--- src/logic/skew_counters.sv ---
`timescale 1ns/1ps
`default_nettype none

module skew_counters
#(
	parameter int N_LANES        = 20,
	parameter int MAX_SKEW       = 16,
	parameter int NB_DELAY_COUNT = $clog2(MAX_SKEW + 1)
)
(
	input  wire                                i_clock,
	input  wire                                i_rst_n,
	input  wire                                i_valid,
	input  wire                                i_resync,
	input  wire                                i_am_lock,
	input  wire                                i_enable_counters,
	input  wire                                i_stop_common_counter,
	input  wire                                i_set_fifo_delay,
	input  wire [N_LANES-1:0]                  i_stop_lane_counters,

	output wire [NB_DELAY_COUNT-1:0]           o_common_counter,
	output wire [N_LANES*NB_DELAY_COUNT-1:0]   o_lane_delay
);

	logic                      sync_clear;
	logic [NB_DELAY_COUNT-1:0] common_count;

	assign sync_clear       = i_resync || !i_am_lock;
	assign o_common_counter = common_count;

	// Beats since the first marker, held at MAX_SKEW
	always_ff @(posedge i_clock or negedge i_rst_n)
	begin
		if (!i_rst_n)
			common_count <= '0;
		else if (i_valid)
		begin
			if (sync_clear || !i_enable_counters)
				common_count <= '0;
			else if (!i_stop_common_counter && (common_count < MAX_SKEW))
				common_count <= common_count + 1'b1;
		end
	end

	for (genvar i = 0; i < N_LANES; i++)
	begin : g_lane
		logic [NB_DELAY_COUNT-1:0] lane_count;
		logic [NB_DELAY_COUNT-1:0] delay_q;

		always_ff @(posedge i_clock or negedge i_rst_n)
		begin
			if (!i_rst_n)
				lane_count <= '0;
			else if (i_valid)
			begin
				if (sync_clear || !i_enable_counters)
					lane_count <= '0;
				else if (!i_stop_lane_counters[i] && (lane_count < MAX_SKEW))
					lane_count <= lane_count + 1'b1;
			end
		end

		// Beats this lane's marker came ahead of the last one
		always_ff @(posedge i_clock or negedge i_rst_n)
		begin
			if (!i_rst_n)
				delay_q <= '0;
			else if (i_valid)
			begin
				if (sync_clear)
					delay_q <= '0;
				else if (i_set_fifo_delay)
					delay_q <= common_count - lane_count;
			end
		end

		assign o_lane_delay[i*NB_DELAY_COUNT +: NB_DELAY_COUNT] = delay_q;

		assert property (@(posedge i_clock) disable iff (!i_rst_n)
			(i_valid && i_set_fifo_delay && !sync_clear) |=> (delay_q < MAX_SKEW));
	end

endmodule

`default_nettype wire

--- config.mk ---
export PLATFORM = sky130hd
export DESIGN_NAME = skew_counters
export DESIGN_NICKNAME = d
export VERILOG_FILES = /design/src/logic/skew_counters.sv
export SDC_FILE = /design/constraint.sdc
export NUM_CORES = 1
export LEC_CHECK = 0
export ABC_AREA = 1
export BUFFER_PORTS_ARGS = -buffer_cell sky130_fd_sc_hd__buf_2
export CAP_MARGIN = 20
export CORE_UTILIZATION = 25
export CTS_BUF_LIST = sky130_fd_sc_hd__clkbuf_4 sky130_fd_sc_hd__clkbuf_8
export CTS_CLUSTER_DIAMETER = 80
export CTS_CLUSTER_SIZE = 14
export DETAILED_ROUTE_END_ITERATION = 8
export PLACE_DENSITY = 0.45
export SETUP_SLACK_MARGIN = 0.05
export SYNTH_ARGS = -nofsm -noshare
export SYNTH_HDL_FRONTEND = slang
export SYNTH_SLANG_ARGS = --single-unit
--- constraint.sdc ---
create_clock -name i_clock -period 2.87 [get_ports i_clock]
set_input_delay 0.287 -clock i_clock [delete_from_list [all_inputs] [get_ports i_clock]]
set_output_delay 0.287 -clock i_clock [all_outputs]
set_load 0.02 [all_outputs]
==> run metrics <==
Tcrit/Tclk final 73.90%; Max Slew Vio Count 0; final worst path period need 2.121 ns; CTS tree yes; power per cell area 415.9 nW/um^2; Reg clk slew, reported paths 0.09 ns; RSZ-0062 raised after global routing false; Distinct cells, synth 25; slowest CP cell dfrtp_2; core area 47950 sq um; Antenna Nets Post-Route 0; first-pass GRT wire length 55790 um; Syn Inst Count 1548; number of H-tree levels 1; CP startpoint o_common_counter[3]; critical path arrival 1.83 ns; CTS Sinks 205; vias in the first global route 9862; Initial Util 25.40%; HPWL after DPL 23790 um; Bufs and invs on worst path 1; Worst Setup End Kind primary output; # DRC 0; Seq/Total Area, Yosys 42.12%; CTS root buf clkbuf_8; R2R cell count 10; port bufs 132; CP Capture Point o_common_counter[3]; Post-Syn Area per Cell 7.868 sq um; Crit path max-delay family flip-flops; CTS Buf Count 19; placed cell area 13550 sq um; Die Wd 222.7 um; first drt pass iteration count 6; routability cong. 0.7827; critical path depth 1; critical-path cell list buf_2; syn_nets 1697; Setup violations, final 0; critical path launch point type register; setup TNS 0 ns; FF+latch count, synth 205; Rel. slew slack 40.69%; Bufs on Longest Clock Path 3; hold crit path type in -> reg; start-to-end type of the worst setup path reg -> out; Area growth syn-to-layout 14.30%; Crit path largest cell delay 0.97 ns; Layout Nets 1833; via count 10160; synthesized cell area 12180 sq um; overall routed net length 35540 um; initial antenna violation count 0; largest net degree at the start of global routing 65; layout cells sized above 1 11.48%; Die H 222.7 um; R2R Setup Slk 0.86 ns; Synth area leaders dfrtp_1, nand2_1, ha_1; initial DRC count 469; most frequent cells in the layout nand2_1, nand3_1, inv_1, dfrtp_1, buf_2; Peak VDD IR 0.2244 mV; Antenna diodes 0; Synth top area share 42.12%; status complete, no violations; Peak Freq 471.5 MHz; latest clock arrival within the worst-skew pair 0.57 ns; die area 49600 sq um; setup bufs post-CTS 0; GRT Util Overall 14.41%; Clock Skews 0.03485 ns; FP Rows 80; RR Startpoint o_common_counter[0]; Leak 7.525 nW; Reg-to-Reg End g_lane[5].delay_q[4]; Final Cell Area 13920 sq um; worst-path fanout max 24; Synth area leader dfrtp_1; yosys warns 0; max cap viols 0; routed length per instance 15.42 um; most common cell after layout, fill and taps aside nand2_1; Fill cells 5150; CP required 2.58 ns; grt ovf 0; Slew @ Worst Pin 0.8896 ns; Vias/cell 4.406; top-level I/O count 133; Final Hold Fails 0
-- cell type report --
cell class	instances	area (sq um)	share of cell area, %
Timing Repair Buffer	155	883.3	6.345
Tap cell	615	769.5	5.528
Sequential cell	205	5135	36.89
Multi-Input combinational cell	1094	6003	43.12
Clock buffer	24	299.0	2.148
Clock inverter	3	46.29	0.3326
Inverter	209	784.5	5.635
-- per-layer routing --
metal	global-route usage (%)	share of wire (%)
met5	0	0
met1	19.46	48
met2	24.20	46
met4	3.248	2.0
met3	2.129	3.3
-- Yosys cell counts, drive strengths merged --
master,n
a21oi,44
buf,30
clkbuf,10
dfrtp,205
fa,20
ha,101
inv,209
nand2,453
nand3,219
nand3b,1
nand4,2
nor2,125
nor3,1
o21ai,89
xor2,39
-- what timing repair did --
item,CTS,global route
hold endpoints to repair,51,0
resized for setup,0,0
hold buffers,1,0
-- cell families after synthesis --
family | count (synthesis) | synth area share (%)
DFF | 205 | 42.12
AOI/OAI and AO/OA | 133 | 5.558
xor gates and xnor gates | 39 | 2.805
adders and majority gates | 121 | 13.66
and+or+nand+nor | 801 | 27.16
buffers and inverters | 249 | 8.691
-- flip-flops by register name (all words and copies together) (netlist names) --
signal / flops
g_lane.delay_q: 100
g_lane.lane_count: 100
o_common_counter: 5
-- worst min-delay path by stage --
stage | startpoint | end | cells after the start
final | i_stop_lane_counters[12] | g_lane[12].lane_count[4] | 4
after CTS | i_stop_lane_counters[12] | g_lane[12].lane_count[4] | 4
after detailed placement | i_rst_n | g_lane[13].delay_q[3] | 1
after floorplan | i_rst_n | g_lane[0].delay_q[0] | 0
after global routing | i_stop_lane_counters[12] | g_lane[12].lane_count[4] | 4
after global placement | i_rst_n | g_lane[13].delay_q[3] | 1
-- power by group --
| part | total (mW) | switching [mW] | internal [mW] |
|---|---|---|---|
| sequential | 3.07 | 0.0941 | 2.98 |
| clock | 1.85 | 1.08 | 0.776 |
| combinational | 0.865 | 0.575 | 0.290 |
| total | 5.79 | 1.75 | 4.04 |
-- stage by stage --
| step | hold slack (ns) | instances | util, % | setup slack (ns) | power, mW |
|---|---|---|---|---|---|
| final | 0.1076 | 2305 | 29.03 | 0.7490 | 5.789 |
| after global placement | 0.2583 | 2276 | 28.25 | 0.7634 | 4.003 |
| after CTS | 0.05911 | 2304 | 28.99 | 0.6657 | 5.931 |
| after global routing | 0.1002 | 2305 | 29.03 | 0.6709 | 6.144 |
| after detailed placement | 0.2590 | 2276 | 28.25 | 0.7539 | 4.012 |
| after floorplan | -0.008591 | 1548 | - | 0.1792 | 3.665 |
Note: power is estimated with default switching activity, not from simulation.
