`config.mk`:
```
export PLATFORM = sky130hd
export DESIGN_NAME = lane_delay_fifo
export DESIGN_NICKNAME = d
export VERILOG_FILES = /design/src/logic/deskew_pkg.sv /design/src/logic/lane_delay_fifo.sv
export SDC_FILE = /design/constraint.sdc
export NUM_CORES = 1
export LEC_CHECK = 0
export CAP_MARGIN = 20
export CORE_MARGIN = 2
export CORE_UTILIZATION = 35
export CTS_CLUSTER_DIAMETER = 30
export CTS_CLUSTER_SIZE = 25
export DETAILED_ROUTE_END_ITERATION = 16
export DONT_BUFFER_PORTS = 1
export GPL_ROUTABILITY_DRIVEN = 0
export PLACE_DENSITY_LB_ADDON = 0.12
export SYNTH_ARGS = -nofsm -noshare
export SYNTH_HDL_FRONTEND = slang
export SYNTH_SLANG_ARGS = --single-unit
```
`constraint.sdc`:
```
create_clock -name i_clock -period 4.7 [get_ports i_clock]
set_clock_uncertainty 0.2 [all_clocks]
set_input_delay 0.94 -clock i_clock [delete_from_list [all_inputs] [get_ports i_clock]]
set_output_delay 0.94 -clock i_clock [all_outputs]
set_load 0.02 [all_outputs]
```
`src/logic/deskew_pkg.sv`:
```
`default_nettype none

package deskew_pkg;

	// Lane word format is fixed for the receive path
	localparam int DATA_W = 16;

	typedef logic [DATA_W-1:0] lane_data_t;

	typedef enum logic [1:0]
	{
		ST_INIT,	// Waiting for the first marker
		ST_COUNT,	// Counting until every lane has shown its marker
		ST_DONE		// Lanes aligned, buffers reading
	} deskew_state_t;

endpackage

`default_nettype wire

```
`src/logic/lane_delay_fifo.sv`:
```
`timescale 1ns/1ps
`default_nettype none

module lane_delay_fifo
	import deskew_pkg::*;
#(
	parameter int MAX_SKEW       = 16,
	parameter int NB_DELAY_COUNT = $clog2(MAX_SKEW + 1)
)
(
	input  wire                      i_clock,
	input  wire                      i_rst_n,
	input  wire                      i_valid,
	input  wire                      i_clear,
	input  wire                      i_write_enb,
	input  wire                      i_read_enb,
	input  wire [NB_DELAY_COUNT-1:0] i_delay,
	input  lane_data_t               i_data,
	input  wire                      i_start,

	output lane_data_t               o_data,
	output logic                     o_start
);

	localparam int PTR_W = (MAX_SKEW > 1) ? $clog2(MAX_SKEW) : 1;
	localparam int SUM_W = NB_DELAY_COUNT + 1;

	logic [DATA_W:0]  mem [MAX_SKEW];	// Marker flag in the top bit
	logic [PTR_W-1:0] wr_ptr;
	logic [PTR_W-1:0] rd_addr;
	logic [SUM_W-1:0] rd_sum;
	logic [DATA_W:0]  rd_word;

	// Slot written i_delay beats ago, modulo MAX_SKEW
	always_comb
	begin
		rd_sum = SUM_W'(wr_ptr) + SUM_W'(MAX_SKEW) - SUM_W'(i_delay);
		if (rd_sum >= SUM_W'(MAX_SKEW))
			rd_sum = rd_sum - SUM_W'(MAX_SKEW);
		rd_addr = rd_sum[PTR_W-1:0];
	end

	// Zero delay passes the word being written this beat
	assign rd_word = (i_delay == '0) ? {i_start, i_data} : mem[rd_addr];

	always_ff @(posedge i_clock)
	begin
		if (i_valid && i_write_enb)
			mem[wr_ptr] <= {i_start, i_data};
	end

	always_ff @(posedge i_clock or negedge i_rst_n)
	begin
		if (!i_rst_n)
			wr_ptr <= '0;
		else if (i_valid)
		begin
			if (i_clear)
				wr_ptr <= '0;
			else if (i_write_enb)
			begin
				if (wr_ptr == PTR_W'(MAX_SKEW - 1))
					wr_ptr <= '0;
				else
					wr_ptr <= wr_ptr + 1'b1;
			end
		end
	end

	always_ff @(posedge i_clock)
	begin
		if (i_valid && i_read_enb)
			o_data <= rd_word[DATA_W-1:0];
	end

	// Marker out only on beats that actually read
	always_ff @(posedge i_clock or negedge i_rst_n)
	begin
		if (!i_rst_n)
			o_start <= 1'b0;
		else if (i_valid)
			o_start <= i_read_enb && !i_clear && rd_word[DATA_W];
	end

	// Reading only makes sense while the controller keeps writing
	assert property (@(posedge i_clock) disable iff (!i_rst_n)
		i_read_enb |-> i_write_enb);

endmodule

`default_nettype wire

```
==> results.toml, run 1 <==
[routing]
drtPass1Iterations = 7
wl_mm = 27.1
routedWlPerCell_um = 24.4
dr.first_iter.drc_count = 570
via_per_inst = 5.15
vias = 5729
antenna_left = 0
drcViolationCount = 0

[layout]
multi_input_area_um2 = 2650
fin_nets = 666
area_growth_pct = 22.0
fill_cells = 2766
ff_latch_area_um2 = 8770
final_cell_mix = "edfxtp_1 (288), mux4_2 (68), nand2_1 (64)"
diodes = 0
drive_gt1_frac = 0.296
final_common_cell = "edfxtp_1"
fin_util = 0.432

[clock_tree]
cts_resized = 0
cts_tree = "built"
cts_htree_levels = 2
postCtsHoldBufs = 1
cts.sinks = 293
cts_made_buffers = 52
post_cts_buffers = 0
clock_path_buffers = 3
clk_pin_slew_ns = 0.04
worst_skew_pair.late_latency_ns = 0.55
cts_root_buffer = "clkbuf_16"

[flow_run]
drv_cap = 0

[worst_setup_path]
r2r_cells = 9
worst_ep_arrival_time_ns = 3.48
crit_chain = "inv_1 -> ha_4 -> inv_1 -> fa_4 -> buf_4 -> mux4_2 -> nand2_1 -> a21oi_1 -> a211o_1"
critPathMaxStageDelay_ns = 0.87
cp-start-kind = "flip-flop"
cp_max_fo = 24
r2r-end = "o_data[9]"
r2r_setup_slack_ns = 1.30
crit_top_cell = "inv_1"
endpoint_kind = "flip-flop"
worstPathBufferInverterCount = 3
cp-startpoint = "wr_ptr[0]"
crit_slowest_cell = "fa_4"
criticalPathCategory = "reg2reg"
r2r-start = "wr_ptr[0]"
required_ns = 4.78
cpLargestDelayFamily = "adder cells"

[floorplan]
io_pins = 45
initial_core_util = 0.354
fp.dieH_um = 185
die_x_um = 185
die-area_um2 = 34300
core_area_um2 = 32500
fp-row-count = 66

[logic_synthesis]
syn-mean-instance-area_um2 = 19.8
ys_seq_area_frac = 0.763
syn-num-nets = 616
yosysWarnings = 0
synth-seq-cells = 293
netlist_area_um2 = 11500
netlist_instances = 580
ys_types = 35

[sta]
fin_crit_sh = 0.724
tns_ns = 0
fin_crit_ns = 3.40
relSlewSlack = 0.433
slew_viol_final = 0
fin_ws_ns = 1.30
hold_violations = 0
tightest_slew_ns = 0.849
setup_viol = 0
fmax_mhz = 294
whs_ns = 0.286
rsz0062_at_grt = "no"

[pwr]
switching_power_w = 0.00187
intPower_w = 0.00594
switching_share = 0.239
powerDensity_nw_per_um2 = 557
p_seq_frac = 0.388
vdd_drop_max_mv = 0.264
clockPowerShare = 0.489
combinationalPowerShare = 0.123
leakage_nw = 4.62

[global_route]
antenna_found_initial = 0
first_global_vias = 6194
grt_pass1_wl_mm = 40.0
grt_overflow_total = 0
grt_max_degree = 40
track_usage = 0.165

[placement]
place_ws_ns = 1.01
numPortBuffers = 0
dp_hpwl_mm = 14.4

[min_path]
hold_class = "in2reg"
hold_path_end = "wr_ptr[2]"
holdPathStages = 1
min-delay-start = "i_clear"

[run_status]
outcome = "finished clean"
## flip-flops by register name, summed over array words and instances (netlist names)
name	count
wr_ptr	4
o_data	16
mem	272
o_start	1
## through the flow
| stage | power, W | cell area [µm²] | std cells |
|---|---|---|---|
| finish | 0.00781 | 14000 | 1112 |
| global route | 0.00809 | 14000 | 1112 |
| CTS | 0.00790 | 14000 | 1112 |
| detailed placement | 0.00406 | 12200 | 1017 |
| global placement | 0.00406 | 12200 | 1017 |
| floorplan | 0.00376 | 11500 | 580 |
## cells in the mapped netlist
master	count	area share
clkbuf_1	9	0.0029
xor2_2	1	0.0014
nor3_1	6	0.0026
and2_1	5	0.0027
buf_4	4	0.0026
buf_2	14	0.0061
mux2_2	1	0.00098
o21ai_2	1	0.00076
a31oi_1	2	0.0011
or2_1	1	0.00054
ha_1	7	0.0076
and3_1	1	0.00054
nor2_1	27	0.0088
nand2_1	64	0.021
inv_1	8	0.0026
a211o_1	13	0.0099
nand2b_1	1	0.00054
a21oi_1	29	0.013
or3_1	1	0.00054
o22ai_1	5	0.0027
xnor2_1	1	0.00076
a2bb2oi_1	1	0.00076
nand3b_1	2	0.0013
o21ai_0	4	0.0017
xor2_1	1	0.00076
buf_6	1	0.00098
a211oi_2	3	0.0033
nand3_1	1	0.00043
nor3b_1	1	0.00065
fa_1	1	0.0017
edfxtp_1	288	0.75
o31a_1	1	0.00076
mux2i_1	2	0.0017
dfrtp_1	5	0.011
mux4_2	68	0.13
## power by group through the flow
stage	Combinational [W]	Clock, W	Sequential, W
after floorplan	0.000699	0	0.00306
after global placement	0.000983	0	0.00308
after detailed placement	0.000985	0	0.00308
after CTS	0.000990	0.00388	0.00303
after global routing	0.00105	0.00401	0.00303
final	0.000964	0.00382	0.00303
## how the worst max path moves through the flow
stage           endpoint  slack [ns]  depth (start not counted)
2_1_floorplan  o_data[3]        1.39                         10
3_3_place_gp   o_data[5]        1.02                          8
3_5_place_dp   o_data[9]        1.01                          8
4_1_cts        o_data[9]        1.26                          9
5_1_grt        o_data[9]        1.16                          9
6_report       o_data[9]        1.30                          9
## cell families after synthesis
logic type,count (synthesis),synth area share
AO/OA/AOI/OAI,59,0.0336
flip-flops,293,0.763
AND/OR/NAND/NOR,110,0.0396
XOR/XNOR,3,0.00294
buffers and inverters,36,0.0152
multiplexers,71,0.136
adder cells (fa/ha/maj),8,0.00936
## metal layers
| metal | part of all wire | global-route usage |
|---|---|---|
| met1 | 0.41 | 0.208 |
| met3 | 0.058 | 0.0413 |
| met5 | 0 | 0 |
| met2 | 0.50 | 0.278 |
| met4 | 0.023 | 0.0565 |
## cell type report
cell class / instances / share of cell area
Multi-Input combinational cell: 251 / 0.189
Sequential cell: 293 / 0.626
Clock buffer: 58 / 0.0959
Clock inverter: 36 / 0.0329
Inverter: 8 / 0.00214
Timing Repair Buffer: 24 / 0.0148
Tap cell: 442 / 0.0394
No activity file was read; power rests on OpenSTA's default activity.
==> run 2, diff against run 1 <==
--- a/config.mk
+++ b/config.mk
@@ -5,6 +5,7 @@
 export SDC_FILE = /design/constraint.sdc
 export NUM_CORES = 1
 export LEC_CHECK = 0
+export ABC_AREA = 1
 export CAP_MARGIN = 20
 export CORE_MARGIN = 2
 export CORE_UTILIZATION = 35
==> constraint.sdc (replaced) <==
create_clock -name i_clock -period 3.25 [get_ports i_clock]
set_clock_uncertainty 0.2 [all_clocks]
set_input_delay 0.65 -clock i_clock [delete_from_list [all_inputs] [get_ports i_clock]]
set_output_delay 0.65 -clock i_clock [all_outputs]
set_load 0.02 [all_outputs]
==> run 2 against run 1 <==
Utilization rose by 2.8 points. Routed wire length rose by 36%. Register-to-register slack got worse by 0.94 ns. Sequential power rose by 42%. Non-clock buffer count rose by 41. Setup slack got worse by 0.94 ns. Global-route usage rose by 4.4 points. Synthesized area rose by 5.4%. Critical path depth rose by 5. Total power rose by 69%. Synthesized cell count rose by 83%. Largest cell class unchanged.
==> results.toml, run 2 <==
[placement]
dp_hpwl_mm = 18.3
numPortBuffers = 0
dp_cells = 1503
placed_area_um2 = 12900

[flow_run]
drv_cap = 0

[clock_tree]
post_cts_buffers = 0
cts_resized = 0
clk_pin_slew_ns = 0.04
cts_tree = "built"
clock_path_buffers = 3
cts_made_buffers = 76
worst_skew_pair.late_latency_ns = 0.55
cts.sinks = 293
cts_root_buffer = "clkbuf_16"
postCtsHoldBufs = 27
cts_htree_levels = 3

[logic_synthesis]
synth_ff_type = "edfxtp_1"
yosysWarnings = 0
synth-seq-cells = 293
synthTopCellsByCount = "edfxtp_1 (288), nand2_1 (261), nor2_1 (203), o21ai_0 (87), nand3_1 (85)"
synth_top_area_frac = 0.714
netlist_area_um2 = 12100
ys_types = 21
synth_most_common_cell = "edfxtp_1"
synth_edf_count = 288
synth_top_area_cell = "edfxtp_1"
synth_top_cells_by_area = "edfxtp_1 (71%), nand2_1 (8.1%), nor2_1 (6.3%)"
netlist_instances = 1064
ys_seq_area_frac = 0.724
synthArstFlopShare = 0.0171
syn-num-nets = 1100
syn-mean-instance-area_um2 = 11.4

[sta]
rsz0062_at_grt = "no"
tightest_slew_ns = 1.01
slew_viol_final = 0
hold_violations = 0
tns_ns = 0
fin_crit_ns = 2.89
fin_crit_sh = 0.890
fmax_mhz = 346
relSlewSlack = 0.329
setup_viol = 0

[worst_setup_path]
cp_max_fo = 42
required_ns = 3.47
worst_ep_arrival_time_ns = 3.11
cp-start-kind = "flip-flop"
endpoint_kind = "flip-flop"
criticalPathCategory = "reg2reg"

[routing]
route.met2.wl_mm = 16.8
via_per_inst = 4.98
routedWlPerCell_um = 22.0
top_layer_used = "met5"
drcViolationCount = 0
vias = 8338
wl_met1_mm = 16.6
antenna_left = 0
drtPass1Iterations = 5
wl_met3_mm = 2.68
dr.first_iter.drc_count = 647
wl_mm = 36.8

[floorplan]
io_pins = 45
die_x_um = 190
die-area_um2 = 36100
initial_core_util = 0.353
core_area_um2 = 34300
fp.dieH_um = 190
fp-row-count = 68

[layout]
top_register = "mem"
ff_latch_area_um2 = 8770
drive_gt1_frac = 0.147
finalNonFillerCells = 1673
area_growth_pct = 30.3
final_common_cell = "edfxtp_1"
fin_nets = 1189
multi_input_area_um2 = 3000
final_area_um2 = 15800
fill_cells = 3141
largest_register_ffs = 272
final_cell_mix = "edfxtp_1 (288), nand2_1 (261), nor2_1 (187)"
largestRegisters = "mem (272), o_data (16), wr_ptr (4)"

[pwr]
powerDensity_nw_per_um2 = 835
total_power_w = 0.0132
vdd_drop_max_mv = 0.404
leakage_nw = 5.90

[global_route]
grt_pass1_wl_mm = 54.7
grt_max_degree = 157
grt_overflow_total = 0
first_global_vias = 8334
track_usage = 0.209
antenna_found_initial = 4

[min_path]
hold_class = "in2reg"

[run_status]
outcome = "finished clean"
## run 2: worst paths after layout
| path | start | end | slack, ns | cells after the start |
|---|---|---|---|---|
| min in group asynchronous | i_rst_n | wr_ptr[1] | 0.20 | 1 |
| max reg2reg | wr_ptr[0] | o_data[0] | 0.36 | 14 |
| max in group asynchronous | i_rst_n | wr_ptr[2] | 2.46 | 1 |
| min reg2reg | wr_ptr[0] | wr_ptr[0] | 0.39 | 1 |
| min | i_valid | o_start | 0.06 | 3 |
| max | wr_ptr[0] | o_data[0] | 0.36 | 14 |
## run 2: power by group
group          switching, W  internal [W]
Clock               0.00222       0.00523
Combinational      0.000945      0.000465
Sequential        0.0000681       0.00425
## run 2: kinds of logic after synthesis
logic type,count (synthesis),share of synthesized area
AND/OR/NAND/NOR,552,0.180
flip-flops,293,0.724
AO/OA/AOI/OAI,118,0.0530
buffers and inverters,92,0.0326
adder cells (fa/ha/maj),8,0.00888
XOR/XNOR,1,0.000723
## run 2: cell type report
class / count / area share
Antenna cell: 2 / 0.000317
Clock buffer: 87 / 0.129
Clock inverter: 54 / 0.0361
Inverter: 38 / 0.00920
Multi-Input combinational cell: 679 / 0.190
Sequential cell: 293 / 0.556
Tap cell: 455 / 0.0361
Timing Repair Buffer: 65 / 0.0439
## run 2: worst max-delay path, cell delays in order (launching register included)
cell and delay [ns]:
dfrtp_1 0.42, inv_1 0.16, ha_4 0.14, inv_1 0.05
fa_2 0.57, clkinv_2 0.18, buf_12 0.24, buf_4 0.18
nor2_1 0.12, o21ai_0 0.10, nand2_1 0.06, nand2_1 0.05
nand3_1 0.08, nand3_1 0.09, nand2_1 0.07
## run 2: metal layers
layer,vias up,global-route usage
met5,-,0
met4,2,0.0677
met3,66,0.0456
met2,284,0.319
met1,4106,0.296
li1,3880,-
## run 2: stage by stage
stage | setup slack, ns | hold WS (ns) | utilization
2_1_floorplan | 0.592 | 0.154 | -
3_3_place_gp | 0.340 | 0.155 | 0.376
3_5_place_dp | 0.328 | 0.155 | 0.376
4_1_cts | 0.334 | 0.0410 | 0.460
5_1_grt | 0.154 | 0.0520 | 0.460
6_report | 0.357 | 0.0624 | 0.460
