$ cat config.mk
export PLATFORM = sky130hd
export DESIGN_NAME = deskew_fsm
export DESIGN_NICKNAME = d
export VERILOG_FILES = /design/src/logic/deskew_pkg.sv /design/src/logic/deskew_fsm.sv
export SDC_FILE = /design/constraint.sdc
export NUM_CORES = 1
export LEC_CHECK = 0
export BUFFER_PORTS_ARGS = -buffer_cell sky130_fd_sc_hd__buf_2
export CAP_MARGIN = 20
export CORE_MARGIN = 1
export CORE_UTILIZATION = 44
export DETAILED_ROUTE_END_ITERATION = 12
export GPL_TIMING_DRIVEN = 0
export HOLD_SLACK_MARGIN = 0.06
export PLACE_DENSITY = 0.76
export SLEW_MARGIN = 20
export SYNTH_ARGS = -nofsm -noshare
export SYNTH_HDL_FRONTEND = slang
export SYNTH_SLANG_ARGS = --single-unit
$ cat constraint.sdc
create_clock -name i_clock -period 2.45 [get_ports i_clock]
set_clock_uncertainty 0.1 [all_clocks]
set_input_delay 0.245 -clock i_clock [delete_from_list [all_inputs] [get_ports i_clock]]
set_output_delay 0.245 -clock i_clock [all_outputs]
set_load 0.02 [all_outputs]
$ cat src/logic/deskew_pkg.sv
`default_nettype none

package deskew_pkg;

	// Lane word format is fixed for the receive path
	localparam int DATA_W = 16;

	typedef logic [DATA_W-1:0] lane_data_t;

	typedef enum logic [1:0]
	{
		ST_INIT,	// Waiting for the first marker
		ST_COUNT,	// Counting until every lane has shown its marker
		ST_DONE		// Lanes aligned, buffers reading
	} deskew_state_t;

endpackage

`default_nettype wire

$ cat src/logic/deskew_fsm.sv
`timescale 1ns/1ps
`default_nettype none

module deskew_fsm
	import deskew_pkg::*;
#(
	parameter int N_LANES        = 20,
	parameter int MAX_SKEW       = 16,
	parameter int NB_DELAY_COUNT = $clog2(MAX_SKEW + 1)
)
(
	input  wire                      i_clock,
	input  wire                      i_rst_n,
	input  wire                      i_valid,
	input  wire                      i_resync,
	input  wire                      i_am_lock,
	input  wire [N_LANES-1:0]        i_start_of_lane,
	input  wire [NB_DELAY_COUNT-1:0] i_common_counter,

	output logic                     o_enable_counters,
	output logic                     o_stop_common_counter,
	output logic                     o_set_fifo_delay,
	output logic                     o_write_fifo_enb,
	output logic                     o_read_fifo_enb,
	output wire  [N_LANES-1:0]       o_stop_lane_counters,
	output wire                      o_deskew_done,
	output wire                      o_invalid_skew
);

	deskew_state_t      state;
	deskew_state_t      state_next;
	logic [N_LANES-1:0] seen_lanes;
	logic [N_LANES-1:0] seen_lanes_next;
	logic               deskew_done_q;
	logic               sync_clear;

	assign sync_clear = i_resync || !i_am_lock;

	assign o_invalid_skew       = (i_common_counter >= MAX_SKEW);
	assign o_stop_lane_counters = seen_lanes;	// A lane stops counting once its marker is seen
	assign o_deskew_done        = deskew_done_q && !o_invalid_skew;

	always_ff @(posedge i_clock or negedge i_rst_n)
	begin
		if (!i_rst_n)
		begin
			state         <= ST_INIT;
			seen_lanes    <= '0;
			deskew_done_q <= 1'b0;
		end
		else if (i_valid)
		begin
			if (sync_clear)
			begin
				state         <= ST_INIT;
				seen_lanes    <= '0;
				deskew_done_q <= 1'b0;
			end
			else
			begin
				state         <= state_next;
				seen_lanes    <= seen_lanes_next;
				deskew_done_q <= (state == ST_DONE);	// One beat behind entering ST_DONE
			end
		end
	end

	always_comb
	begin
		state_next            = state;
		seen_lanes_next       = seen_lanes;
		o_enable_counters     = 1'b0;
		o_stop_common_counter = 1'b0;
		o_set_fifo_delay      = 1'b0;
		o_write_fifo_enb      = 1'b0;
		o_read_fifo_enb       = 1'b0;

		case (state)
			ST_INIT:
			begin
				if (|i_start_of_lane)
				begin
					state_next      = ST_COUNT;
					seen_lanes_next = i_start_of_lane;
				end
			end

			ST_COUNT:
			begin
				o_enable_counters = 1'b1;
				o_write_fifo_enb  = 1'b1;
				seen_lanes_next   = seen_lanes | i_start_of_lane;

				// Spread too wide, drop what was seen and wait for the next marker
				if (o_invalid_skew)
				begin
					state_next      = ST_INIT;
					seen_lanes_next = '0;
				end
				else if (&seen_lanes)
				begin
					state_next            = ST_DONE;
					o_set_fifo_delay      = 1'b1;
					o_stop_common_counter = 1'b1;
				end
			end

			ST_DONE:
			begin
				o_write_fifo_enb = 1'b1;
				o_read_fifo_enb  = 1'b1;
			end

			default:
			begin
				state_next = ST_INIT;
			end
		endcase
	end

	// Common count holds through the delay load
	assert property (@(posedge i_clock) disable iff (!i_rst_n)
		(i_valid && o_set_fifo_delay && !sync_clear)
		|=> (i_common_counter == $past(i_common_counter)));

	// Common count from the counters stays below the limit for as long as done is held
	assert property (@(posedge i_clock) disable iff (!i_rst_n)
		deskew_done_q |-> !o_invalid_skew);

endmodule

`default_nettype wire

==> results.yml, run 1 <==
die:
  rows: 17
  die_y_microns: 51.6
  core_sq_um: 2280
  initial_core_util: 0.476
  die_w_microns: 51.6
  ioPinCount: 57
  dieArea_sq_um: 2670
route:
  route.vias.total: 1008
  wl_per_cell_microns: 14.4
  drc: 0
  vias_per_cell: 5.63
  routed.top_layer: "met4"
  firstDrtPassIters: 4
  drt_iter0_markers: 12
  antenna_left: 0
  met3_length_microns: 135
  drt-met1-wl_mm: 1.23
  met2_length_mm: 1.18
  totalWireLength_mm: 2.57
synthesis:
  yosysWarnings: 0
  yosysUniqueCellTypes: 25
  postSynthNetCount: 125
  syn_area_sq_um: 1080
  ys_seq_area_frac: 0.531
  synth_seq_cells: 23
  syn_area_per_cell_sq_um: 11.9
  postSynthCellCount: 91
critical_path:
  cpPeakStageDelay_ns: 0.41
  worstPathRequired_ns: 2.56
  start_kind: "register"
  cp_cell_sequence: "inv_1 -> ha_1 -> nor3b_1 -> nand4_1 -> o21ai_2 -> a211oi_2 -> buf_6 -> a22o_1"
  crit_fanout: 10
  cp_num_buf_inv: 2
  crit_slowest_cell: "dfrtp_1"
  cp-end-kind: "register"
  crit_type: "register to register"
  worstPathArrival_ns: 2.23
  cp_top_family: "compound AO/OA/AOI/OAI gates"
  rrSetupSlack_ns: 0.33
clock_network:
  clk_latency_ns: 0.31
  cts_resized: 0
  cts_buffers: 3
  cts_hold_buf: 3
  numClockSinks: 23
  root_buffer: "clkbuf_4"
  cts_tree: "built"
  post_cts_buffers: 0
  clk_pin_slew_ns: 0.13
  h-tree-depth: 1
  clockBufferDepth: 2
pwr:
  p_leak_nw: 0.766
  peakVddDrop_mv: 0.420
  pwr_density_cell_nw_per_um2: 536
  fin_total_pwr_mw: 0.775
final_layout:
  final_util: 0.636
  final_cells: 179
  drive_gt1_frac: 0.430
  area_growth_pct: 33.5
  antenna_cells: 0
  final_nets: 186
  layout_common_cells: "52 x buf_2, 23 x dfrtp_1, 20 x a22o_1, 6 x nand4_1, 5 x nor2_1"
  mostFrequentLayoutCell: "buf_2"
  fillers: 196
sta:
  setup_ws_ns: 0.328
  rsz0062_at_grt: "no"
  post-route-period-util: 0.866
  finalHoldViolCount: 0
  max_freq_ghz: 0.471
  setup_viol: 0
  tightest_slew_ns: 0.514
  slew_viol_final: 0
  finalCriticalPeriod_ns: 2.12
  tns_ns: 0
  slew_headroom: 0.657
hold_path:
  hold_class: "input port to register"
global_route:
  antenna_found_initial: 0
  first_global_vias: 954
  grt_max_degree: 24
  grt_overflow: 0
  grt_usage: 0.212
  grt_pass1_wl_mm: 4.13
run_status:
  outcome: "finished, final reports clean"
placed_design:
  placedCellCount: 171
  dp_slack_ns: 0.360
  place_congestion: 0.814
  dp_hpwl_mm: 1.96
  port_buffers: 52
flow_run:
  maxCapViolCount: 0
## Yosys cell counts, drive strengths merged
master / instances / area (sq um)
dfrtp: 23 / 576
nor2: 5 / 18.8
and2: 1 / 6.26
ha: 4 / 50.1
o21ai: 2 / 13.8
clkbuf: 1 / 3.75
nor2b: 1 / 6.26
nor3b: 1 / 7.51
nand4: 6 / 37.5
nor4: 4 / 25.0
o31ai: 1 / 7.51
o31a: 1 / 10.0
nand3: 1 / 5.00
a22o: 20 / 175
nor3: 1 / 5.00
mux2i: 1 / 10.0
a31o: 1 / 8.76
a211oi: 2 / 20.0
inv: 3 / 11.3
nand2: 4 / 15.0
nand2b: 3 / 18.8
buf: 5 / 52.6
## path summary, 6_finish.rpt
| path | cells after the start | startpoint | to |
|---|---|---|---|
| setup / recovery | 8 | state[1] | o_stop_lane_counters[15] |
| hold / removal | 2 | i_start_of_lane[17] | o_stop_lane_counters[17] |
| setup reg to reg | 8 | state[1] | o_stop_lane_counters[15] |
| hold reg to reg | 1 | o_stop_lane_counters[0] | o_stop_lane_counters[0] |
| max in group asynchronous | 2 | i_rst_n | state[0] |
| min in group asynchronous | 2 | i_rst_n | o_stop_lane_counters[3] |
## final cells by class
| class | instances | area [sq um] | share of cell area |
|---|---|---|---|
| multi-input cells | 59 | 440 | 0.304 |
| plain buffers | 6 | 56.3 | 0.0389 |
| clock buffers | 3 | 22.5 | 0.0156 |
| repair buffers | 56 | 300 | 0.208 |
| flip-flops and latches | 23 | 576 | 0.398 |
| inverters | 3 | 11.3 | 0.00779 |
| well taps | 28 | 35.0 | 0.0242 |
| clock inverters | 1 | 5.00 | 0.00346 |
## cell families (layout without fill, tap and decap cells)
| group | Yosys count | after routing | synth area share |
|---|---|---|---|
| adders and majority gates | 4 | 4 | 0.0462 |
| AOI/OAI and AO/OA | 27 | 27 | 0.217 |
| and+or+nand+nor | 27 | 27 | 0.134 |
| buffers and inverters | 9 | 69 | 0.0624 |
| muxes | 1 | 1 | 0.00924 |
| DFF | 23 | 23 | 0.531 |
## state kept, by name (all words and copies together), names as in the netlist
name,cells
o_stop_lane_counters,20
deskew_done_q,1
state,2
## per-stage QoR
step                instance area, sq um  hold slack, ns
global placement                    1380           0.135
global route                        1450          0.0647
finish                              1450          0.0619
CTS                                 1440          0.0619
floorplan                           1080          -0.151
detailed placement                  1380           0.147
## worst register-to-register path: cells and delay by family (launching register included)
kind | cells | cell delay [ns]
flip-flops | 1 | 0.41
AO/OA/AOI/OAI | 3 | 0.63
adder cells (fa/ha/maj) | 1 | 0.19
buffers and inverters | 2 | 0.29
AND/OR/NAND/NOR | 2 | 0.41
## layer usage
metal	track usage	up-vias
li1	-	469
met1	0.291	495
met2	0.338	40
met3	0.0263	4
met4	0.0856	0
met5	0	-
## power breakdown
part	total [mW]	switching (mW)	internal, mW
Clock	0.179	0.118	0.0610
Sequential	0.424	0.0195	0.404
Combinational	0.173	0.0991	0.0740
(Power assumes the default switching activity.)
==> inputs of run 2 (changes only) <==
--- a/config.mk
+++ b/config.mk
@@ -5,14 +5,15 @@
 export SDC_FILE = /design/constraint.sdc
 export NUM_CORES = 1
 export LEC_CHECK = 0
+export ABC_AREA = 1
 export BUFFER_PORTS_ARGS = -buffer_cell sky130_fd_sc_hd__buf_2
 export CAP_MARGIN = 20
 export CORE_MARGIN = 1
-export CORE_UTILIZATION = 44
+export CORE_UTILIZATION = 52
 export DETAILED_ROUTE_END_ITERATION = 12
 export GPL_TIMING_DRIVEN = 0
-export HOLD_SLACK_MARGIN = 0.06
-export PLACE_DENSITY = 0.76
+export HOLD_SLACK_MARGIN = 0.05
+export PLACE_DENSITY = 0.82
 export SLEW_MARGIN = 20
 export SYNTH_ARGS = -nofsm -noshare
 export SYNTH_HDL_FRONTEND = slang
==> constraint.sdc (replaced) <==
create_clock -name i_clock -period 2.73 [get_ports i_clock]
set_clock_uncertainty 0.1 [all_clocks]
set_input_delay 0.273 -clock i_clock [delete_from_list [all_inputs] [get_ports i_clock]]
set_output_delay 0.273 -clock i_clock [all_outputs]
set_load 0.02 [all_outputs]
==> run 2 against run 1 <==
  * Global-route usage grew 3.2 points
  * Combinational power increased by 16%
  * Design area is 25% higher
  * Worst hold slack better by 0.086 ns
==> results.yml, run 2 <==
critical_path:
  crit_path_frequent_cell: "inv_1"
  crit_slowest_cell: "dfrtp_1"
  crit_fanout: 6
  worstPathArrival_ns: 1.85
  start_kind: "register"
  worstPathRequired_ns: 2.36
  cpPeakStageDelay_ns: 0.42
  cp_cell_sequence: "inv_1 -> ha_1 -> inv_1 -> nor4_1 -> buf_4 -> buf_2"
  crit_type: "register to output pin"
  cp-end-kind: "output pin"
final_layout:
  antenna_cells: 0
  layout_common_cells: "87 x nand2_1, 53 x buf_2, 24 x nor2_1, 23 x dfrtp_1, 22 x a21oi_1"
  multi_input_area_sq_um: 741
  mostFrequentLayoutCell: "nand2_1"
  fillers: 254
  area_growth_pct: 22.7
  largest_reg_flops: 20
  final_nets: 305
  drive_gt1_frac: 0.259
  register_area_sq_um: 576
pwr:
  pwr_density_cell_nw_per_um2: 413
  peakVddDrop_mv: 0.252
  p_leak_nw: 1.05
flow_run:
  maxCapViolCount: 0
clock_network:
  clk_latency_ns: 0.32
  cts_tree: "built"
  cts_buffers: 3
  numClockSinks: 23
  clockBufferDepth: 2
  clk_pin_slew_ns: 0.13
  root_buffer: "clkbuf_4"
  h-tree-depth: 1
  post_cts_buffers: 0
synthesis:
  synth_edf_count: 0
  postSynthNetCount: 247
  synth_seq_cells: 23
  postSynthCellCount: 213
  synthFlopType: "dfrtp_1"
  synth_area_leader_cell: "dfrtp_1"
  yosysUniqueCellTypes: 21
  syn_area_per_cell_sq_um: 6.94
  syn_area_sq_um: 1480
  synth_common_cells: "87 x nand2_1, 24 x nor2_1, 23 x dfrtp_1, 22 x a21oi_1, 20 x nor3_1"
  synth_most_common_cell: "nand2_1"
  yosys.area.top_type_share: 0.389
  yosysWarnings: 0
  postSynth.asyncResetShare: 1.00
  synth.area.top_cells: "dfrtp_1 39%, nand2_1 22%, a21oi_1 7.4%"
  ys_seq_area_frac: 0.389
die:
  rows: 18
  die_y_microns: 55.3
  dieArea_sq_um: 3060
  ioPinCount: 57
  core_sq_um: 2590
  die_w_microns: 55.3
  initial_core_util: 0.571
placed_design:
  dp_hpwl_mm: 2.70
  place_congestion: 0.836
  port_buffers: 52
  dp_slack_ns: 0.851
route:
  drc: 0
  antenna_left: 0
  vias_per_cell: 5.25
  totalWireLength_mm: 3.62
  firstDrtPassIters: 4
  route.vias.total: 1575
  wl_per_cell_microns: 12.1
  drt_iter0_markers: 76
run_status:
  outcome: "finished, final reports clean"
global_route:
  top_usage_layer: "met2"
  antenna_found_initial: 0
  grt_pass1_wl_mm: 6.10
  grt_max_degree: 24
  grt_use_met2: 0.380
  grt_overflow: 0
  grt_util_met1: 0.351
  grt_util_met3: 0.0328
  grt_usage: 0.244
  first_global_vias: 1379
sta:
  post-route-period-util: 0.815
  rsz0062_at_grt: "no"
  max_freq_ghz: 0.449
  setup_ws_ns: 0.505
  slew_headroom: 0.663
  slew_viol_final: 0
  finalHoldViolCount: 0
  tns_ns: 0
  tightest_slew_ns: 0.505
  finalCriticalPeriod_ns: 2.23
  setup_viol: 0
hold_path:
  hold_class: "input port to register"
==> run 2: changes by cell type after synthesis, sizes merged, moves of 6 or more <==
cell   change
nand2     +85
nand4      -6
nor2      +21
nor3      +19
inv        +9
a22o      -20
a21oi     +22
==> run 2: final cells by class <==
type,count,area share
Tap cell,30,0.0207
Clock buffer,3,0.0124
Sequential cell,23,0.317
Clock inverter,1,0.00276
Timing Repair Buffer,53,0.149
Multi-Input combinational cell,166,0.408
Buffer,12,0.0648
Inverter,12,0.0248
==> run 2: repair_timing <==
action,in CTS,in global routing
resized for setup,0,0
hold buffers,1,0
hold endpoints to repair,23,0
==> run 2: cell families after synthesis <==
kind of cell,share of synthesized area
buf+inv,0.110
simple gates,0.387
flops,0.389
fa+ha+maj,0.0338
compound gates,0.0795
==> run 2: final timing paths <==
path                                from                       end  slack, ns  cells past startpoint
max                             state[1]     o_stop_common_counter       0.50                      6
min                              i_valid             deskew_done_q       0.15                      3
max reg2reg                     state[1]  o_stop_lane_counters[13]       1.00                      7
min reg2reg                deskew_done_q             deskew_done_q       0.44                      2
max in group asynchronous        i_rst_n                  state[1]       1.84                      2
min in group asynchronous        i_rst_n   o_stop_lane_counters[4]       0.34                      2
==> run 2: metal layers <==
layer | wire [microns] | share of wire | vias to the layer above
li1 | - | - | 784
met1 | 1750 | 0.48 | 729
met2 | 1650 | 0.46 | 53
met3 | 164 | 0.045 | 9
met4 | 54 | 0.015 | 0
met5 | 0 | 0 | -
==> run 2: critical path, delay by kind of cell, from the launching register on <==
kind / cells / cell delay [ns]
fa+ha+maj: 1 / 0.27
buf+inv: 4 / 0.50
flops: 1 / 0.42
simple gates: 1 / 0.36
==> run 2: stage by stage <==
stage	utilization	instance area (sq um)	instances	power [mW]	hold slack, ns
6_report	0.700	1810	300	0.750	0.148
5_1_grt	0.700	1810	300	0.791	0.145
4_1_cts	0.700	1810	300	0.754	0.134
3_5_place_dp	0.686	1780	295	0.592	0.176
3_3_place_gp	0.686	1780	295	0.589	0.174
2_1_floorplan	-	1480	213	0.515	-0.123
==> run 2: report_power, final <==
part	internal, mW	total [mW]	switching [mW]
sequential	0.363	0.386	0.0229
combinational	0.0753	0.201	0.126
clock	0.0548	0.163	0.108
==> inputs of run 3 (changes only) <==
--- a/config.mk
+++ b/config.mk
@@ -9,11 +9,11 @@
 export BUFFER_PORTS_ARGS = -buffer_cell sky130_fd_sc_hd__buf_2
 export CAP_MARGIN = 20
 export CORE_MARGIN = 1
-export CORE_UTILIZATION = 52
+export CORE_UTILIZATION = 44
 export DETAILED_ROUTE_END_ITERATION = 12
 export GPL_TIMING_DRIVEN = 0
 export HOLD_SLACK_MARGIN = 0.05
-export PLACE_DENSITY = 0.82
+export PLACE_DENSITY = 0.74
 export SLEW_MARGIN = 20
 export SYNTH_ARGS = -nofsm -noshare
 export SYNTH_HDL_FRONTEND = slang
==> constraint.sdc (replaced) <==
create_clock -name i_clock -period 1.93 [get_ports i_clock]
set_clock_uncertainty 0.1 [all_clocks]
set_input_delay 0.193 -clock i_clock [delete_from_list [all_inputs] [get_ports i_clock]]
set_output_delay 0.193 -clock i_clock [all_outputs]
set_load 0.02 [all_outputs]
==> run 3 against run 2 <==
  * First-iteration DRC count rose by 87%
  * Die area is 17% higher
  * Sequential share of layout area down 1.9 points
  * Wire length is 5.1% higher
  * Critical endpoint is now o_set_fifo_delay
  * Highest routed layer unchanged
==> results.yml, run 3 (synthesis results as in run 2) <==
route:
  wl_per_cell_microns: 11.8
  totalWireLength_mm: 3.81
  drc: 0
  route.vias.total: 1573
  vias_per_cell: 4.89
  firstDrtPassIters: 4
  drt_iter0_markers: 142
  antenna_left: 0
sta:
  finalCriticalPeriod_ns: 1.88
  setup_viol: 0
  whs_ns: 0.155
  slew_headroom: 0.646
  tightest_slew_ns: 0.531
  post-route-period-util: 0.974
  finalHoldViolCount: 0
  slew_viol_final: 0
  setup_ws_ns: 0.0504
  max_freq_ghz: 0.532
final_layout:
  antenna_cells: 0
  final_cell_area_sq_um: 1930
  drive_gt1_frac: 0.288
  fillers: 315
  final_nets: 313
  multi_input_area_sq_um: 773
  area_growth_pct: 30.4
  register_area_sq_um: 576
  layout_common_cells: "87 x nand2_1, 52 x buf_2, 24 x nor2_1, 23 x dfrtp_1, 22 x a21oi_1"
  final_util: 0.616
  mostFrequentLayoutCell: "nand2_1"
  largest_reg_flops: 20
critical_path:
  worstPathArrival_ns: 1.59
  cp_cell_sequence: "nand2_1 -> nor2_1 -> nand2_1 -> nor4_4 -> buf_2"
  rr_worst_depth: 11
  worstPathRequired_ns: 1.64
  cpPeakStageDelay_ns: 0.42
  crit_type: "register to output pin"
  cp_num_buf_inv: 1
  cp-end-kind: "output pin"
  cp_top_family: "simple AND/OR/NAND/NOR gates"
  crit_fanout: 4
  path_depth: 5
  start_kind: "register"
  crit_slowest_cell: "dfrtp_1"
  crit_path_frequent_cell: "nand2_1"
flow_run:
  maxCapViolCount: 0
die:
  die_y_microns: 60.0
  dieArea_sq_um: 3600
  rows: 20
  initial_core_util: 0.473
  core_sq_um: 3130
  die_w_microns: 60.0
  ioPinCount: 57
pwr:
  peakVddDrop_mv: 0.372
  p_int_mw: 0.714
  sw_frac_of_total: 0.337
  p_comb_frac: 0.284
  p_leak_nw: 1.10
  pwr_density_cell_nw_per_um2: 559
  seq_power_share: 0.505
  p_sw_mw: 0.363
  clkPwrFrac: 0.211
placed_design:
  postPlaceCellArea_sq_um: 1810
  dp_slack_ns: 0.224
  port_buffers: 52
  place_congestion: 0.793
  dp_hpwl_mm: 2.70
clock_network:
  root_buffer: "clkbuf_4"
  clk_latency_ns: 0.31
  numClockSinks: 23
  h-tree-depth: 1
  clockBufferDepth: 2
  cts_tree: "built"
  clk_pin_slew_ns: 0.12
  cts_buffers: 3
global_route:
  grt_overflow: 0
  grt_pass1_wl_mm: 5.97
  first_global_vias: 1320
  antenna_found_initial: 0
  grt_usage: 0.227
  grt_max_degree: 24
hold_path:
  hold_depth: 5
  hold_class: "input port to register"
run_status:
  outcome: "finished, final reports clean"
-- run 3: worst paths after layout --
| check | endpoint | slack [ns] | start |
|---|---|---|---|
| max | o_set_fifo_delay | 0.05 | o_stop_lane_counters[15] |
| min | o_stop_lane_counters[10] | 0.15 | i_start_of_lane[10] |
| max reg2reg | o_stop_lane_counters[5] | 0.24 | state[1] |
| min reg2reg | deskew_done_q | 0.44 | deskew_done_q |
| max in group asynchronous | state[1] | 1.10 | i_rst_n |
| min in group asynchronous | o_stop_lane_counters[18] | 0.28 | i_rst_n |
-- run 3: metrics by stage --
step	power, mW	setup TNS (ns)	cells
floorplan	0.729	0	213
global placement	0.837	0	309
detailed placement	0.840	0	309
CTS	1.07	0	315
global route	1.15	-0.0378	322
finish	1.08	0	322
-- run 3: metal layers --
metal | global-route usage | vias to the layer above | share of wire
met5 | 0 | - | 0
met1 | 0.310 | 715 | 0.45
li1 | - | 801 | -
met4 | 0.0432 | 0 | 0.013
met2 | 0.367 | 51 | 0.48
met3 | 0.0563 | 6 | 0.060
-- run 3: area by class of cell --
cell class,instances,share of cell area
timing repair buffer,62,0.178
clock buffer,4,0.0136
buffer,11,0.0571
multi-input combinational,166,0.401
inverter,12,0.0234
tap,44,0.0286
sequential,23,0.299
-- run 3: power groups by stage --
stage | Clock [mW] | Sequential, mW | Combinational, mW
2_1_floorplan | 0 | 0.583 | 0.146
3_3_place_gp | 0 | 0.554 | 0.283
3_5_place_dp | 0 | 0.555 | 0.285
4_1_cts | 0.236 | 0.546 | 0.292
5_1_grt | 0.262 | 0.549 | 0.339
6_report | 0.227 | 0.545 | 0.306
-- run 3: timing repair --
action                                 4_1_cts  5_1_grt
hold buffers                                 2        0
endpoints found under the hold margin       24        0
buffers inserted                             0        8
resized for setup                            3        2
pin swaps                                    0        0
setup endpoints to repair                    2        2
-- run 3: worst register-to-register path, delay by kind of cell (launching register included) --
kind          cells  cell delay (ns)
fa+ha+maj         1             0.16
buf+inv           4             0.41
flops             1             0.41
simple gates      6             0.52
